**src/source/tmu_geom_pkg.sv**
```systemverilog
// texture coordinate, destination pixel and mesh types.
// shared by the fetch block, the square setup stage and the top level.
`default_nettype none

package tmu_geom_pkg;

	// texture coordinates keep 18 significant bits, signed.
	localparam int COORD_W = 18;

	typedef logic signed [COORD_W-1:0] coord_t;
	typedef logic signed [11:0] pix_t;
	typedef logic [10:0] sqsize_t;
	typedef logic [6:0] mesh_idx_t;
	typedef logic [28:0] pair_adr_t;

	// corner register selected by a vertex fetch.
	typedef enum logic [1:0] {
		CORNER_A,
		CORNER_B,
		CORNER_C,
		CORNER_D
	} corner_e;

	typedef struct packed {
		coord_t x;
		coord_t y;
	} point_t;

	// A B on top, C D below.
	typedef struct packed {
		point_t a;
		point_t b;
		point_t c;
		point_t d;
	} square_t;

endpackage

`default_nettype wire
```
**src/source/tmu_ifaces.sv**
```systemverilog
// interfaces inside the vertex front end.
// tmu_vb_if carries single-beat reads from fetch to the vertex memory,
// tmu_square_if hands a fetched square from fetch to setup.
`timescale 1ns/1ps
`default_nettype none


interface tmu_square_if import tmu_geom_pkg::*; ();

	logic stb;
	logic ack;
	square_t corners;

	// upper-left destination pixel of the square.
	pix_t drx;
	pix_t dry;

	// transfer on stb and ack both high.
	modport source (output stb, corners, drx, dry, input ack);
	modport sink (input stb, corners, drx, dry, output ack);

endinterface

`default_nettype wire

```
**src/source/tmu_square_setup.sv**
```systemverilog
// square setup stage. one output register holding the edge vectors
// AB and AC, corner A and the destination corner of a square.
`timescale 1ns/1ps
`default_nettype none

module tmu_square_setup import tmu_geom_pkg::*; (
	input logic sys_clk,
	input logic sys_rst,
	tmu_square_if.sink sq,
	output logic out_stb_o,
	input logic out_ack_i,
	output coord_t edge_abx_o,
	output coord_t edge_aby_o,
	output coord_t edge_acx_o,
	output coord_t edge_acy_o,
	output coord_t corner_ax_o,
	output coord_t corner_ay_o,
	output pix_t drx_o,
	output pix_t dry_o
);

	// take a new square when empty or being emptied.
	assign sq.ack = !out_stb_o || out_ack_i;

	always_ff @(posedge sys_clk) begin
		if (sys_rst)
			out_stb_o <= 1'b0;
		else if (sq.stb && sq.ack)
			out_stb_o <= 1'b1;
		else if (out_ack_i)
			out_stb_o <= 1'b0;
	end

	// differences wrap to 18 bits.
	always_ff @(posedge sys_clk) begin
		if (sq.stb && sq.ack) begin
			edge_abx_o <= sq.corners.b.x - sq.corners.a.x;
			edge_aby_o <= sq.corners.b.y - sq.corners.a.y;
			edge_acx_o <= sq.corners.c.x - sq.corners.a.x;
			edge_acy_o <= sq.corners.c.y - sq.corners.a.y;
			corner_ax_o <= sq.corners.a.x;
			corner_ay_o <= sq.corners.a.y;
			drx_o <= sq.drx;
			dry_o <= sq.dry;
		end
	end

	a_out_stable: assert property (@(posedge sys_clk) disable iff (sys_rst)
		(out_stb_o && !out_ack_i) |=> (out_stb_o && $stable({edge_abx_o, edge_aby_o,
			edge_acx_o, edge_acy_o, corner_ax_o, corner_ay_o, drx_o, dry_o})));

endmodule

`default_nettype wire

```
**src/flat_wrapper.sv**
```systemverilog
// flat-port wrapper written by rule: the top's interface ports become plain ports
module tmu_square_setup_flat import tmu_geom_pkg::*;
  (sys_clk, sys_rst, out_stb_o, out_ack_i, edge_abx_o, edge_aby_o, edge_acx_o, edge_acy_o, corner_ax_o, corner_ay_o, drx_o, dry_o, sq_stb, sq_corners, sq_drx, sq_dry, sq_ack);
  tmu_square_if sq_i ();
  input logic sys_clk;
  input logic sys_rst;
  output logic out_stb_o;
  input logic out_ack_i;
  output coord_t edge_abx_o;
  output coord_t edge_aby_o;
  output coord_t edge_acx_o;
  output coord_t edge_acy_o;
  output coord_t corner_ax_o;
  output coord_t corner_ay_o;
  output pix_t drx_o;
  output pix_t dry_o;
  input wire logic [$bits(sq_i.stb)-1:0] sq_stb;
  input wire logic [$bits(sq_i.corners)-1:0] sq_corners;
  input wire logic [$bits(sq_i.drx)-1:0] sq_drx;
  input wire logic [$bits(sq_i.dry)-1:0] sq_dry;
  output wire logic [$bits(sq_i.ack)-1:0] sq_ack;
  assign sq_i.stb = sq_stb;
  assign sq_i.corners = sq_corners;
  assign sq_i.drx = sq_drx;
  assign sq_i.dry = sq_dry;
  assign sq_ack = sq_i.ack;
  tmu_square_setup u_core (.sys_clk(sys_clk), .sys_rst(sys_rst), .sq(sq_i), .out_stb_o(out_stb_o), .out_ack_i(out_ack_i), .edge_abx_o(edge_abx_o), .edge_aby_o(edge_aby_o), .edge_acx_o(edge_acx_o), .edge_acy_o(edge_acy_o), .corner_ax_o(corner_ax_o), .corner_ay_o(corner_ay_o), .drx_o(drx_o), .dry_o(dry_o));
endmodule
```
**config.mk**
```make
export PLATFORM = sky130hd
export DESIGN_NAME = tmu_square_setup_flat
export DESIGN_NICKNAME = d
export VERILOG_FILES = /design/src/source/tmu_geom_pkg.sv /design/src/source/tmu_ifaces.sv /design/src/source/tmu_square_setup.sv /design/src/flat_wrapper.sv
export SDC_FILE = /design/constraint.sdc
export NUM_CORES = 1
export LEC_CHECK = 0
export BUFFER_PORTS_ARGS = -buffer_cell sky130_fd_sc_hd__buf_2
export CORE_ASPECT_RATIO = 0.75
export CORE_MARGIN = 2
export CORE_UTILIZATION = 35
export DETAILED_ROUTE_END_ITERATION = 12
export REMOVE_ABC_BUFFERS = 1
export SLEW_MARGIN = 20
export SYNTH_ARGS = -nofsm -noshare
export SYNTH_HDL_FRONTEND = slang
export SYNTH_SLANG_ARGS = --single-unit
```
**constraint.sdc**
```tcl
create_clock -name sys_clk -period 5.73 [get_ports sys_clk]
set_input_delay 0.573 -clock sys_clk [delete_from_list [all_inputs] [get_ports sys_clk]]
set_output_delay 0.573 -clock sys_clk [all_outputs]
set_load 0.02 [all_outputs]
```
Word-level counts from Yosys, hierarchy flattened
Cells that the tools add are included.
Word-level totals
  bits in registers: 133
  input port bits: 172
Cells by class
  add/sub/neg operators: 4
  muxes and demuxes: 2
  reduce and logical (&&, ||, !) cells: 4
Operators with widths (number)
  18-bit subtractor: 4
  1-bit two-way mux: 2
  2-bit nonzero test: 1
  1-bit logical AND: 1
  1-bit logical NOT: 1
  1-bit logical OR: 1

Depth between registers and ports, before layout
  word-level depth: 4
  depth in mapped cells: 10
  depth with buffers taken out: 10

Worst setup path before layout
Ideal clock, no wire load.
  kind: input -> register
  start point: input port out_ack_i
  end point: register u_core.corner_ax_o[0], enable pin
  setup time: 506 ps
  arrival time: 3905 ps
  data required time: 5224 ps
  setup slack: 1319 ps
  stages: 2
  buffers on the path: 0
  path through: nand2b_1 > and2_1
Between the ends
  longest elaborated chain between the ends: 2
RTL lines
  from (decl): line flat_wrapper.sv:8  | input logic out_ack_i;
  1-bit logical OR: line tmu_square_setup.sv:23  | assign sq.ack = !out_stb_o || out_ack_i;
  1-bit logical AND: line tmu_square_setup.sv:36  | if (sq.stb && sq.ack) begin
  to (signal assigned): line tmu_square_setup.sv:41  | corner_ax_o <= sq.corners.a.x;
  to (decl): line tmu_square_setup.sv:16  | output coord_t corner_ax_o,
No other way between the ends.
A chain may end at the register's enable or synchronous reset.

Worst setup path after layout
  start point: input port sq_corners[109]
  end point: register u_core.edge_acy_o[13] (data pin)
Between the ends
  longest elaborated chain between the ends: 1
RTL lines
  from (decl): line flat_wrapper.sv:18  | input wire logic [$bits(sq_i.corners)-1:0] sq_corners;
  18-bit subtractor: line tmu_square_setup.sv:40  | edge_acy_o <= sq.corners.c.y - sq.corners.a.y;
  to (signal assigned): line tmu_square_setup.sv:40
  to (decl): line tmu_square_setup.sv:15  | output coord_t edge_acy_o,
No other way between the ends.

==> impl_results.md <==
* Final #Nets at 1123
* Setup violators final at 0
* Status: completed
* First-pass GRT wire length at 28510 um
* CP peak stage delay at about 400 ps
* Area Overhead vs Synth at 31.79%
* Worst-path clk slew at 60 ps
* Layout cells sized above 1 at 0.3487
* Seq cells post-synth at between 100 and 150
* Max cap viols at 0
* LEAKAGE at 4.282 nW
* Initial antenna violation count at 5
* Gr usage total at 0.1713
* Synth cell types at 57
* CP Launch Type: input pin
* Clock tree buffer depth at 2
* Critical setup path kind: input pin to register
* # rows at 45
* Setup bufs post-CTS at 0
* Final hold violations at 0
* Placed Area at 8985 um2
* CTS Root Cell: clkbuf_16
* # resized after CTS at 0
* Largest net degree at the start of global routing at 53
* Chip Width at 170.6 um
* Wirelength per Cell at ~16 um
* I/O Buffers at 269
* Final ANT Viol Nets at 0
* Worst EP required at 5880 ps
* Slew HR at 0.5335
* Core Area at 20330 um2
* Total Wirelength at 19030 um
* Setup TNS at 0 ps
* Placed cell count at 1142
* Hold Worst Slack at 314.2 ps
* Later-pin clock latency in the skew report at 410 ps
* Most common cell after layout, fill and taps aside: buf_2
* Starting DRC count in detailed routing at 366
* Hold_buf cts at 0
* FFs w/ async S/R, synth at 0
* Period utilisation layout at 0.4136
* Synthesized area per cell at about 12 um2
* Yosys warning count at 0
* # fillers at 1943
* Final instance area at 9600 um2
* CP max-delay cell: a41oi_1
* VDD IR-drop max at 0.1428 mV
* Number of flops mapped to enable cells by yosys at 132
* Delay-heaviest family, CP: compound AO/OA/AOI/OAI gates
* Syn Inst Count at 593
* CTS tree: built
* Storage cell area at 3984 um2
* # IOs at approximately 310
* Worst Clk Skew at 7.429 ps
* Sequential share of the synthesized area at 0.5469
* Worst-Margin Slew at 699.7 ps
* DRC viols at 0
* Vias at 5593
* Highest-count cells in the layout ignoring fill and taps: buf_2 (269), edfxtp_1 (132), ha_1 (68), inv_1 (50), xnor2_1 (40)
* Congestion Overflow GR at 0
* Worst Path Max Fanout at 4
* Vias per cell at ~4.8
* Setup crit end kind: register
* Final RePlAce weighted congestion at between 0.8 and 0.9
* PD cells at 316.4 nW/um2
* Slew Limit Fails at 0
* Arr. time, crit path at 2520 ps
* Num CTS Buffers at 17
* Clk sinks at 133
* Synth Flop Type: edfxtp_1
* Cell Count, Final, Fillers Out at roughly 1200
* Vias in the first global route at around 5300
* Worst hold path type: input pin to register
* Mapped Area at 7284 um2
* Full die area at 22000 um2
* Crit path buffers/inverters at 2
* Crit path time final at around 2400 ps
* Initial core utilization at 0.3584
* Fmax at approximately 0.42 GHz
* DRT Pass-1 Iters at 5
* Die Height at about 130 um
* Unrepaired setup endpoints after global routing: no
* H-Tree Level Count at 4
* Final HPWL DP at roughly 15000 um
* Crit-path cells: buf_2 -> inv_1 -> ha_1 -> nor2b_1 -> o31a_1 -> o31a_1 -> a41oi_1 -> o21ai_1 -> xor2_1
* Top cell by count, worst path: o31a_1
* Multi-input logic area at 3099 um2
where the power goes:
group	switching (W)	total, W	internal (W)
logic	0.000420	0.000685	0.000266
clock network	0.000465	0.00113	0.000664
registers	0.0000220	0.00122	0.00120
routing by layer:
layer	global-route usage	wire length, um
met2	0.2577	8404
met5	0	29
met3	0.03876	997
met1	0.2444	9291
met4	0.05782	306
synth_stat cells, types with 2 or more instances:
cell type  count  share of area
a211o_1        3         0.0036
a211oi_1       9         0.0093
a21o_1        18          0.019
a21oi_1       39          0.027
a21oi_2        2         0.0024
a221oi_2       2         0.0041
a31oi_1        4         0.0034
and2_1         3         0.0026
and3_1         5         0.0043
clkbuf_1       3         0.0015
edfxtp_1     132           0.54
fa_1           4          0.011
ha_1          68           0.12
inv_1         50          0.026
nand2_1       24          0.012
nand2b_1      12          0.010
nand3_1       14         0.0096
nand4_1        6         0.0052
nand4b_1       2         0.0024
nor2_1        32          0.016
nor2b_1        6         0.0052
nor3_1         8         0.0055
o211ai_1       4         0.0041
o21a_1        11          0.011
o21ai_0       14         0.0096
o21ai_1       15          0.010
o21bai_1       7         0.0072
o22ai_1        2         0.0017
o31a_1         3         0.0036
o31ai_1        3         0.0031
or3_1          3         0.0026
xnor2_1       40          0.048
xor2_1        21          0.025
cell families (layout without fill, tap and decap cells):
logic type,Yosys count,count (layout),share of synthesized area
AOI/OAI and AO/OA,153,153,0.1422
other,0,3,0
DFF,133,133,0.5469
buffers and inverters,54,353,0.02800
xor gates and xnor gates,61,61,0.07334
adders and majority gates,72,72,0.1278
and+or+nand+nor,120,120,0.08176
flip-flops by register name, summed over array words and instances, names as in the netlist:
register,count
u_core.edge_aby_o,18
u_core.out_stb_o,1
u_core.edge_abx_o,18
u_core.corner_ax_o,18
u_core.dry_o,12
u_core.corner_ay_o,18
u_core.edge_acy_o,18
u_core.drx_o,12
u_core.edge_acx_o,18
path summary, 6_finish.rpt:
kind,cells past startpoint,start,slack (ps),end
worst max-delay path,9,sq_corners[109],3360,u_core.edge_acy_o[13]
worst min-delay path,2,sys_rst,310,u_core.out_stb_o
worst max register to register,3,u_core.out_stb_o,3840,u_core.drx_o[9]
worst min register to register,2,u_core.out_stb_o,530,u_core.out_stb_o
stage by stage:
stage	worst slack, ps	power [W]	util
finish	3360	0.003037	0.4723
global route	3170	0.003184	0.4722
CTS	3350	0.003078	0.4720
detailed placement	2894	0.001929	0.4420
global placement	2879	0.001926	0.4420
floorplan	1319	0.001705	-
cell type report:
class                           instances  share of cell area
Multi-Input combinational cell        406              0.3228
Tap cell                              282             0.03675
Clock buffer                           17             0.04431
Antenna cell                            3           0.0007820
Sequential cell                       133              0.4150
Inverter                               50             0.01955
Timing Repair Buffer                  271              0.1418
Clock inverter                         15             0.01903
(Power assumes the default switching activity.)
