[src/source/tmu_bus_pkg.sv]
// vertex bus widths and cycle types.
// used by the bus interface, the fetch engine and the vertex memory.
`default_nettype none

package tmu_bus_pkg;

	localparam int BUS_AW = 32;
	localparam int BUS_DW = 32;

	// only single-beat cycles are issued.
	typedef enum logic [2:0] {
		CLASSIC = 3'b000,
		END = 3'b111
	} cti_e;

endpackage

`default_nettype wire

[src/source/tmu_geom_pkg.sv]
// texture coordinate, destination pixel and mesh types.
// shared by the fetch block, the square setup stage and the top level.
`default_nettype none

package tmu_geom_pkg;

	// texture coordinates keep 18 significant bits, signed.
	localparam int COORD_W = 18;

	typedef logic signed [COORD_W-1:0] coord_t;
	typedef logic signed [11:0] pix_t;
	typedef logic [10:0] sqsize_t;
	typedef logic [6:0] mesh_idx_t;
	typedef logic [28:0] pair_adr_t;

	// corner register selected by a vertex fetch.
	typedef enum logic [1:0] {
		CORNER_A,
		CORNER_B,
		CORNER_C,
		CORNER_D
	} corner_e;

	typedef struct packed {
		coord_t x;
		coord_t y;
	} point_t;

	// A B on top, C D below.
	typedef struct packed {
		point_t a;
		point_t b;
		point_t c;
		point_t d;
	} square_t;

endpackage

`default_nettype wire
[src/source/tmu_ifaces.sv]
// interfaces inside the vertex front end.
// tmu_vb_if carries single-beat reads from fetch to the vertex memory,
// tmu_square_if hands a fetched square from fetch to setup.
`timescale 1ns/1ps
`default_nettype none

interface tmu_vb_if import tmu_bus_pkg::*; ();

	logic [BUS_AW-1:0] adr;
	cti_e cti;
	logic cyc;
	logic stb;
	logic ack;
	logic [BUS_DW-1:0] dat_r;

	// master holds stb until ack, slave acks one cycle later.
	modport master (output adr, cti, cyc, stb, input ack, dat_r);
	modport slave (input adr, cti, cyc, stb, output ack, dat_r);

endinterface

interface tmu_square_if import tmu_geom_pkg::*; ();

	logic stb;
	logic ack;
	square_t corners;

	// upper-left destination pixel of the square.
	pix_t drx;
	pix_t dry;

	// transfer on stb and ack both high.
	modport source (output stb, corners, drx, dry, input ack);
	modport sink (input stb, corners, drx, dry, output ack);

endinterface

`default_nettype wire

[src/source/tmu_fetch_vertex.sv]
// vertex fetch block. walks the mesh square by square, reads the corners
// A, C, B, D over the vertex bus and offers each square to setup.
// moving right along a row reuses B and D as the next A and C.
`timescale 1ns/1ps
`default_nettype none

module tmu_fetch_vertex import tmu_geom_pkg::*, tmu_bus_pkg::*; (
	input logic sys_clk,
	input logic sys_rst,
	input logic start_i,
	output logic busy_o,
	input pair_adr_t vertex_adr_i,
	input mesh_idx_t vertex_hlast_i,
	input mesh_idx_t vertex_vlast_i,
	input pix_t dst_hoffset_i,
	input pix_t dst_voffset_i,
	input sqsize_t dst_squarew_i,
	input sqsize_t dst_squareh_i,
	tmu_vb_if.master vb,
	tmu_square_if.source sq
);

	typedef enum logic [2:0] {
		S_IDLE,
		S_FETCH_A,
		S_FETCH_C,
		S_FETCH_B,
		S_FETCH_D,
		S_HANDOFF,
		S_NEXT
	} state_e;

	state_e state;
	state_e next_state;

	corner_e fetch_target;
	logic fetch_strobe;
	logic fetch_done;
	logic shift_points;
	logic is_y;
	coord_t rd_coord;
	square_t corners_q;

	logic move_reset;
	logic move_right;
	logic move_startline;
	logic move_down;
	logic move_up;
	pair_adr_t wk_pair_adr;
	pix_t wk_drx;
	pix_t wk_dry;
	logic last_col;
	logic last_row;

	tmu_mesh_walker i_walker (
		.sys_clk(sys_clk),
		.sys_rst(sys_rst),
		.move_reset_i(move_reset),
		.move_right_i(move_right),
		.move_startline_i(move_startline),
		.move_down_i(move_down),
		.move_up_i(move_up),
		.vertex_adr_i(vertex_adr_i),
		.hlast_i(vertex_hlast_i),
		.vlast_i(vertex_vlast_i),
		.hoffset_i(dst_hoffset_i),
		.voffset_i(dst_voffset_i),
		.squarew_i(dst_squarew_i),
		.squareh_i(dst_squareh_i),
		.pair_adr_o(wk_pair_adr),
		.drx_o(wk_drx),
		.dry_o(wk_dry),
		.last_col_o(last_col),
		.last_row_o(last_row)
	);

	// ~~~~~~~~~~~~~~~~~~~~~~~~~~~~~~~~~~~~~~~~~~~~~~~~~~~~~~~~~~~~~~~~~~~~~
	// read engine.
	// ~~~~~~~~~~~~~~~~~~~~~~~~~~~~~~~~~~~~~~~~~~~~~~~~~~~~~~~~~~~~~~~~~~~~~

	// x word at the even address, y word right after it.
	assign vb.adr = {wk_pair_adr, is_y, 2'b00};
	assign vb.cti = CLASSIC;
	assign vb.cyc = vb.stb;
	assign rd_coord = vb.dat_r[COORD_W-1:0];

	function automatic point_t put_word(point_t p, logic y_word, coord_t v);
		point_t r;
		r = p;
		if (y_word)
			r.y = v;
		else
			r.x = v;
		return r;
	endfunction

	always_ff @(posedge sys_clk) begin
		if (sys_rst) begin
			vb.stb <= 1'b0;
			fetch_done <= 1'b0;
			is_y <= 1'b0;
		end else begin
			vb.stb <= 1'b0;
			fetch_done <= 1'b0;
			if (fetch_strobe && !fetch_done) begin
				vb.stb <= 1'b1;
				if (vb.ack) begin
					is_y <= ~is_y;
					if (is_y) begin
						fetch_done <= 1'b1;
						vb.stb <= 1'b0;
					end
				end
			end
		end
	end

	always_ff @(posedge sys_clk) begin
		if (vb.ack) begin
			case (fetch_target)
				CORNER_A: corners_q.a <= put_word(corners_q.a, is_y, rd_coord);
				CORNER_B: corners_q.b <= put_word(corners_q.b, is_y, rd_coord);
				CORNER_C: corners_q.c <= put_word(corners_q.c, is_y, rd_coord);
				CORNER_D: corners_q.d <= put_word(corners_q.d, is_y, rd_coord);
			endcase
		end
		if (shift_points) begin
			corners_q.a <= corners_q.b;
			corners_q.c <= corners_q.d;
		end
	end

	// ~~~~~~~~~~~~~~~~~~~~~~~~~~~~~~~~~~~~~~~~~~~~~~~~~~~~~~~~~~~~~~~~~~~~~
	// controller.
	// ~~~~~~~~~~~~~~~~~~~~~~~~~~~~~~~~~~~~~~~~~~~~~~~~~~~~~~~~~~~~~~~~~~~~~

	always_ff @(posedge sys_clk) begin
		if (sys_rst)
			state <= S_IDLE;
		else
			state <= next_state;
	end

	always_comb begin
		next_state = state;
		fetch_target = CORNER_A;
		fetch_strobe = 1'b0;
		shift_points = 1'b0;
		move_reset = 1'b0;
		move_right = 1'b0;
		move_startline = 1'b0;
		move_down = 1'b0;
		move_up = 1'b0;
		busy_o = 1'b1;
		case (state)
			S_IDLE: begin
				busy_o = 1'b0;
				move_reset = 1'b1;
				if (start_i)
					next_state = S_FETCH_A;
			end
			S_FETCH_A: begin
				fetch_strobe = 1'b1;
				if (fetch_done) begin
					move_down = 1'b1;
					next_state = S_FETCH_C;
				end
			end
			S_FETCH_C: begin
				fetch_target = CORNER_C;
				fetch_strobe = 1'b1;
				if (fetch_done) begin
					move_right = 1'b1;
					move_up = 1'b1;
					next_state = S_FETCH_B;
				end
			end
			S_FETCH_B: begin
				fetch_target = CORNER_B;
				fetch_strobe = 1'b1;
				if (fetch_done) begin
					move_down = 1'b1;
					next_state = S_FETCH_D;
				end
			end
			S_FETCH_D: begin
				fetch_target = CORNER_D;
				fetch_strobe = 1'b1;
				if (fetch_done)
					next_state = S_HANDOFF;
			end
			S_HANDOFF: begin
				if (sq.ack)
					next_state = S_NEXT;
			end
			S_NEXT: begin
				// walker sits on corner D here.
				if (!last_col) begin
					move_right = 1'b1;
					move_up = 1'b1;
					shift_points = 1'b1;
					next_state = S_FETCH_B;
				end else if (last_row) begin
					next_state = S_IDLE;
				end else begin
					move_startline = 1'b1;
					next_state = S_FETCH_A;
				end
			end
			default: next_state = S_IDLE;
		endcase
	end

	// during hand-off the walker is one square right and down of A.
	assign sq.stb = (state == S_HANDOFF);
	assign sq.corners = corners_q;
	assign sq.drx = wk_drx - pix_t'({1'b0, dst_squarew_i});
	assign sq.dry = wk_dry - pix_t'({1'b0, dst_squareh_i});

	a_bus_hold: assert property (@(posedge sys_clk) disable iff (sys_rst)
		(vb.stb && !vb.ack) |=> (vb.cyc && vb.stb && $stable(vb.adr)));

	// square stays offered, unchanged, until setup takes it.
	a_handoff_hold: assert property (@(posedge sys_clk) disable iff (sys_rst)
		(sq.stb && !sq.ack) |=> (sq.stb && $stable(sq.corners)));

endmodule

`default_nettype wire

[src/source/tmu_mesh_walker.sv]
// mesh position tracker for the vertex fetch block.
// steps column and row on single-cycle commands, follows the destination
// pixel along and gives the pair index of the current mesh point.
`timescale 1ns/1ps
`default_nettype none

module tmu_mesh_walker import tmu_geom_pkg::*; (
	input logic sys_clk,
	input logic sys_rst,
	input logic move_reset_i,
	input logic move_right_i,
	input logic move_startline_i,
	input logic move_down_i,
	input logic move_up_i,
	input pair_adr_t vertex_adr_i,
	input mesh_idx_t hlast_i,
	input mesh_idx_t vlast_i,
	input pix_t hoffset_i,
	input pix_t voffset_i,
	input sqsize_t squarew_i,
	input sqsize_t squareh_i,
	output pair_adr_t pair_adr_o,
	output pix_t drx_o,
	output pix_t dry_o,
	output logic last_col_o,
	output logic last_row_o
);

	mesh_idx_t col_q;
	mesh_idx_t row_q;

	always_ff @(posedge sys_clk) begin
		if (sys_rst || move_reset_i) begin
			col_q <= '0;
			row_q <= '0;
			drx_o <= hoffset_i;
			dry_o <= voffset_i;
		end else begin
			if (move_right_i) begin
				col_q <= col_q + 7'd1;
				drx_o <= drx_o + pix_t'({1'b0, squarew_i});
			end else if (move_startline_i) begin
				col_q <= '0;
				drx_o <= hoffset_i;
			end
			if (move_down_i) begin
				row_q <= row_q + 7'd1;
				dry_o <= dry_o + pix_t'({1'b0, squareh_i});
			end else if (move_up_i) begin
				row_q <= row_q - 7'd1;
				dry_o <= dry_o - pix_t'({1'b0, squareh_i});
			end
		end
	end

	// mesh rows are 128 points apart.
	assign pair_adr_o = vertex_adr_i + pair_adr_t'({row_q, col_q});
	assign last_col_o = (col_q == hlast_i);
	assign last_row_o = (row_q == vlast_i);

	// the fetch order only steps up from a lower corner.
	a_no_up_from_top: assert property (@(posedge sys_clk) disable iff (sys_rst)
		move_up_i |-> (row_q != '0));

endmodule

`default_nettype wire

[src/flat_wrapper.sv]
// flat-port wrapper written by rule: the top's interface ports become plain ports
module tmu_fetch_vertex_flat import tmu_geom_pkg::*, tmu_bus_pkg::*;
  (sys_clk, sys_rst, start_i, busy_o, vertex_adr_i, vertex_hlast_i, vertex_vlast_i, dst_hoffset_i, dst_voffset_i, dst_squarew_i, dst_squareh_i, vb_adr, vb_cti, vb_cyc, vb_stb, vb_ack, vb_dat_r, sq_stb, sq_corners, sq_drx, sq_dry, sq_ack);
  tmu_vb_if vb_i ();
  tmu_square_if sq_i ();
  input logic sys_clk;
  input logic sys_rst;
  input logic start_i;
  output logic busy_o;
  input pair_adr_t vertex_adr_i;
  input mesh_idx_t vertex_hlast_i;
  input mesh_idx_t vertex_vlast_i;
  input pix_t dst_hoffset_i;
  input pix_t dst_voffset_i;
  input sqsize_t dst_squarew_i;
  input sqsize_t dst_squareh_i;
  output wire logic [$bits(vb_i.adr)-1:0] vb_adr;
  output wire logic [$bits(vb_i.cti)-1:0] vb_cti;
  output wire logic [$bits(vb_i.cyc)-1:0] vb_cyc;
  output wire logic [$bits(vb_i.stb)-1:0] vb_stb;
  input wire logic [$bits(vb_i.ack)-1:0] vb_ack;
  input wire logic [$bits(vb_i.dat_r)-1:0] vb_dat_r;
  output wire logic [$bits(sq_i.stb)-1:0] sq_stb;
  output wire logic [$bits(sq_i.corners)-1:0] sq_corners;
  output wire logic [$bits(sq_i.drx)-1:0] sq_drx;
  output wire logic [$bits(sq_i.dry)-1:0] sq_dry;
  input wire logic [$bits(sq_i.ack)-1:0] sq_ack;
  assign vb_adr = vb_i.adr;
  assign vb_cti = vb_i.cti;
  assign vb_cyc = vb_i.cyc;
  assign vb_stb = vb_i.stb;
  assign vb_i.ack = vb_ack;
  assign vb_i.dat_r = vb_dat_r;
  assign sq_stb = sq_i.stb;
  assign sq_corners = sq_i.corners;
  assign sq_drx = sq_i.drx;
  assign sq_dry = sq_i.dry;
  assign sq_i.ack = sq_ack;
  tmu_fetch_vertex u_core (.sys_clk(sys_clk), .sys_rst(sys_rst), .start_i(start_i), .busy_o(busy_o), .vertex_adr_i(vertex_adr_i), .vertex_hlast_i(vertex_hlast_i), .vertex_vlast_i(vertex_vlast_i), .dst_hoffset_i(dst_hoffset_i), .dst_voffset_i(dst_voffset_i), .dst_squarew_i(dst_squarew_i), .dst_squareh_i(dst_squareh_i), .vb(vb_i), .sq(sq_i));
endmodule
[config.mk]
export PLATFORM = sky130hd
export DESIGN_NAME = tmu_fetch_vertex_flat
export DESIGN_NICKNAME = d
export VERILOG_FILES = /design/src/source/tmu_bus_pkg.sv /design/src/source/tmu_geom_pkg.sv /design/src/source/tmu_ifaces.sv /design/src/source/tmu_fetch_vertex.sv /design/src/source/tmu_mesh_walker.sv /design/src/flat_wrapper.sv
export SDC_FILE = /design/constraint.sdc
export NUM_CORES = 1
export LEC_CHECK = 0
export BUFFER_PORTS_ARGS = -buffer_cell sky130_fd_sc_hd__buf_2
export CORE_UTILIZATION = 45
export DETAILED_ROUTE_END_ITERATION = 8
export PLACE_DENSITY = 0.8
export SLEW_MARGIN = 25
export SYNTH_ARGS = -nofsm -noshare
export SYNTH_HDL_FRONTEND = slang
export SYNTH_SLANG_ARGS = --single-unit
[constraint.sdc]
create_clock -name sys_clk -period 3.7 [get_ports sys_clk]
set_clock_uncertainty 0.05 [all_clocks]
set_input_delay 0.555 -clock sys_clk [delete_from_list [all_inputs] [get_ports sys_clk]]
set_output_delay 0.555 -clock sys_clk [all_outputs]
set_load 0.01 [all_outputs]
# Word level (Yosys, flattened, before mapping)
# Cells that the tools add are included.
# word_totals
in_bits	126
regBits	188
out_inout_bits	207
# classes
muxes	47
n_reduce_logical	27
addsub	8
eq_ne	18
bitwise_logic	3
# op_table
operator	count
$mux 36	6
$mux 144	1
$mux 18	6
$mux 12	6
$add 29x14->29	1
$mux 7	4
$add 12x12->12	2
$reduce_and 3->1	8
$sub 12x12->12	2
$mux 3	7
$pmux 3 s7	1
$add 7x1->7 const B	2
$eq 7x7->1	2
$mux 1	14
$ne 2x1->1 const B	6
$reduce_bool 2->1	6
$eq 3x3->1 const B	3
$sub 7x1->7 const B	1
$eq 3x2->1 const B	2
$pmux 2 s3	1
$reduce_and 6->1	1
$reduce_bool 3->1	2
$eq 2x2->1 const B	2
$reduce_or 2->1	2
13 further kinds	15

# Logic depth before layout (Yosys ltp)
# depth
depth_word	7
mapped_depth	12

# Hierarchy
# A second synthesis with hierarchy kept.
# unflattened
cells_unflattened	997
hier_area_um2	10532.6
# modules_own_cells
module	cells_per_inst	area_per_inst_um2	n_inst	seq_area_each_um2
tmu_fetch_vertex	531	6513.7	1	4444.3
tmu_mesh_walker	466	4018.9	1	1001.0

# Worst setup path after synthesis
# OpenSTA, ideal clock, no wires.
# synth_timing
kind	in2out
from	input port vertex_adr_i[0]
to	output port vb_adr[19]
path_buffers	0
t_arrival_ns	2.575
path_slack_ns	0.520
stages	8
path_cell_list	ha_1 > fa_1 > a21oi_1 > o21ai_1 > a2111oi_2 > o211a_1 > o21ai_1 > o311ai_1
# synth_via
elab_chain_len	1
# synth_lines
element	line_no	text
start: declaration	flat_wrapper.sv:10	input pair_adr_t vertex_adr_i;
$add 29x14->29	tmu_mesh_walker.sv:57	assign pair_adr_o = vertex_adr_i + pair_adr_t'({row_q, col_q});
end: declaration	flat_wrapper.sv:17	output wire logic [$bits(vb_i.adr)-1:0] vb_adr;
# Every way passes these cells.

# Worst setup path in the final report
# layout_timing
from	register u_core.i_walker.col_q[0]
to	output port vb_adr[19]
# layout_via
elab_chain_len	1
# layout_lines
element	line_no	text
start: declaration	tmu_mesh_walker.sv:29	mesh_idx_t col_q;
start signal: assignment	tmu_mesh_walker.sv:40	col_q <= col_q + 7'd1;
$add 29x14->29	tmu_mesh_walker.sv:57	
# Every way passes these cells.

==> qor.csv <==
stage,metric,value,unit
synth,number of synthesized flops with an enable pin,168,
floorplanning,Top Ports,333,
finish,share of cells above drive strength 1,31.75,%
synth,synth warn,0,
worst_setup_path,"Largest delay share family, worst path",compound AO/OA/AOI/OAI gates,
finish,Util after Layout,57.59,%
worst_setup_path,crit-path max cell delay,0.42,ns
hold_path,hold path cells,3,
detailed_routing,vias per inst,5.338,
synth,post-synthesis sequential area ratio,51.93,%
detailed_routing,vias post-DR,8311,
sta,Final Setup Violations,0,
placement,GP Congestion,0.8636,
detailed_routing,residual DRC count,0,
placement,placed instance area,12410,sq um
sta,Slew HR,38.92,%
grt,first-pass GRT wire length,40.42,mm
worst_setup_path,"Slowest-stage cell, CP",a2111oi_4,
detailed_routing,Routed WL per cell,16.98,um
finish,ANT cells,0,
status,status,finished clean,
synth,post-synthesis adder-cell area fraction,8.902,%
clock_tree,CTS tree,done,
sta,crit share post-route,95.92,%
finish,P&R area growth vs syn,25.11,%
sta,f_max,281.8,MHz
synth,Synth Area in Simple Gates,10.43,%
placement,post-DP HPWL,19.40,mm
clock_tree,# hold bufs at CTS,0,
floorplanning,Initial Util,46.03,%
detailed_routing,drt total wl,26.45,mm
worst_setup_path,WP data required,3.09,ns
clock_tree,Num Clock Sinks,188,
finish,Final Net Count,1428,
clock_tree,clk_lat worst skew,0.43,ns
hold_path,Min-Delay Path Class,primary input to flip-flop,
floorplanning,Die Y,154.6,um
synth,Post-Synthesis Cells,926,
worst_setup_path,Setup CP Type,flip-flop to output port,
sta,Final Max Slew Viols,0,
grt,GRT overflow,0,
pwr,Power Dens Cells,545.0,nW/um^2
finish,final-layout fill cell count,1889,
synth,dominant cells by area after synthesis,"edfxtp_1 48%, ha_1 7.8%, a22o_1 6.1%",
worst_setup_path,CP dominant cell by count,o21ai_2,
synth,Post-Syn Area,10490,sq um
detailed_routing,post-route ant nets,0,
flow_run,Max-Cap Viols,0,
clock_tree,"CTS clk-pin slew, worst paths",0.08,ns
finish,Finished Layout Cells,1557,
floorplanning,# rows,55,
worst_setup_path,cells on worst reg2reg path,11,
floorplanning,die span in x,154.6,um
finish,"Design Area, Final",13120,sq um
finish,Multi-input gate area,4723,sq um
synth,ys flop type,edfxtp_1,
synth,"Async S/R FF share, synth",0,%
synth,Synth Area per Inst,11.32,sq um
synth,Synth top cells by count,"168 x edfxtp_1, 73 x a22o_1, 65 x ha_1, 65 x nor2_1, 64 x xnor2_1",
synth,Synth Register Bits,188,
pwr,peak supply drop,0.5521,mV
placement,Port-buffer cells,313,
synth,most frequent cell after synthesis,edfxtp_1,
grt,antenna violations before repair,0,
sta,Fin. Hold Viols,0,
worst_setup_path,CP max FO,6,
grt,largest net degree at the start of global routing,75,
clock_tree,clock root buffer,clkbuf_16,
sta,post-route minimum period,3.549,ns
placement,Placed Instances,1524,
pwr,Design Power,7.149,mW
worst_setup_path,sum of buffers and inverters on the critical path,1,
grt,gr usage total,21.77,%
sta,final setup TNS,0,ns
floorplanning,core area,22780,sq um
synth,compound-gate portion of the synthesized area,17.08,%
worst_setup_path,worst-path cell chain,ha_1 -> fa_2 -> a21oi_4 -> o21ai_2 -> a2111oi_4 -> o211a_1 -> o21ai_2 -> o311ai_1 -> buf_2,
sta,worst slew pin tran,0.9113,ns
pwr,Static Leakage,5.594,nW
synth,xor and xnor area share after synthesis,6.766,%
synth,largest family of logic cells by synthesized area,compound AO/OA/AOI/OAI gates,
worst_setup_path,total stage count of the critical path,9,
synth,mux contribution to synthesized area,0.6683,%
synth,Synth top area share,48.11,%
clock_tree,CTS HTree Levels,4,
detailed_routing,DRT iter0 DRCs,414,
worst_setup_path,Critical Path AT,2.94,ns
synth,count of cell types in the netlist,70,
finish,Reg area,5446,sq um
detailed_routing,first-pass iteration count of the detailed router,5,
synth,Synth area leader,edfxtp_1,
worst_setup_path,crit path capture type,output port,
floorplanning,die area,23920,sq um
clock_tree,Clock Path Buffers,2,
clock_tree,CTS buffer count,17,
worst_setup_path,CP Launch Type,flip-flop,
grt,vias in the first global route,7880,
[worst paths after layout]
check	start	endpoint	slack [ns]
worst min register to register	u_core.fetch_done	u_core.fetch_done	0.50
worst min-delay path	dst_voffset_i[1]	u_core.i_walker.dry_o[1]	0.34
worst max register to register	u_core.state[2]	u_core.i_walker.row_q[6]	0.83
worst max-delay path	u_core.i_walker.col_q[0]	vb_adr[19]	0.15
[power by group]
group	internal [mW]	switching, mW	total (mW)
Combinational	1.01	1.47	2.48
Sequential	2.59	0.126	2.71
Clock	0.965	0.990	1.95
Total	4.57	2.58	7.15
[area by class of cell]
cell class | instances | share of cell area [%]
Sequential cell | 188 | 41.52
Multi-Input combinational cell | 640 | 36.01
Timing Repair Buffer | 328 | 12.90
Clock buffer | 17 | 3.243
Tap cell | 313 | 2.986
Clock inverter | 15 | 1.746
Inverter | 56 | 1.602
[state kept, by name (all words and copies together) (netlist names)]
register / cells
u_core.state: 3
u_core.fetch_done: 1
u_core.sq.corners: 144
u_core.vb.cyc: 1
u_core.i_walker.row_q: 7
u_core.i_walker.dry_o: 12
u_core.i_walker.col_q: 7
u_core.i_walker.drx_o: 12
u_core.is_y: 1
[placed cells by master (no fill, tap or decap), drive strengths merged, types with 7 or more instances in the layout]
cell,instances
a211oi,7
a21oi,46
a22o,73
and3,7
buf,328
clkbuf,17
dfxtp,20
edfxtp,168
ha,65
inv,66
mux2i,7
nand2,58
nand2b,11
nand3,13
nand4,8
nor2,67
nor2b,17
nor3,14
nor3b,8
o21a,8
o21ai,67
xnor2,64
xor2,17
[logic make-up (layout without fill, tap and decap cells)]
family | after synthesis | in the layout
and+or+nand+nor | 221 | 221
adders and majority gates | 71 | 71
other | 1 | 5
AOI/OAI and AO/OA | 255 | 255
DFF | 188 | 188
buffers and inverters | 102 | 416
muxes | 7 | 7
xor gates and xnor gates | 81 | 81
[per-stage QoR]
stage	setup slack, ns	hold WS (ns)
6_report	0.1509	0.3350
5_1_grt	-0.008006	0.3263
4_1_cts	0.01237	0.3037
3_5_place_dp	0.06485	0.4794
3_3_place_gp	0.1262	0.4820
2_1_floorplan	0.5195	0.4395
[layer usage]
metal / GRT usage [%] / share of wire [%] / up-vias / routed length, um
li1: - / - / 3999 / -
met1: 26.67 / 42 / 3973 / 11050
met2: 38.14 / 50 / 300 / 13300
met3: 3.670 / 5.2 / 39 / 1363
met4: 8.675 / 2.8 / 0 / 735
met5: 0 / 0 / - / 0
[worst min-delay path: cells and delay by family]
family | cells | cell delay, ns
and+or+nand+nor | 2 | 0.09
buffers and inverters | 1 | 0.07
[what timing repair did]
item	4_1_cts	5_1_grt
setup buffers	0	1
pin swaps	3	3
endpoints found under the setup margin	8	9
gates resized for setup	3	6
No activity file was read; power rests on OpenSTA's default activity.
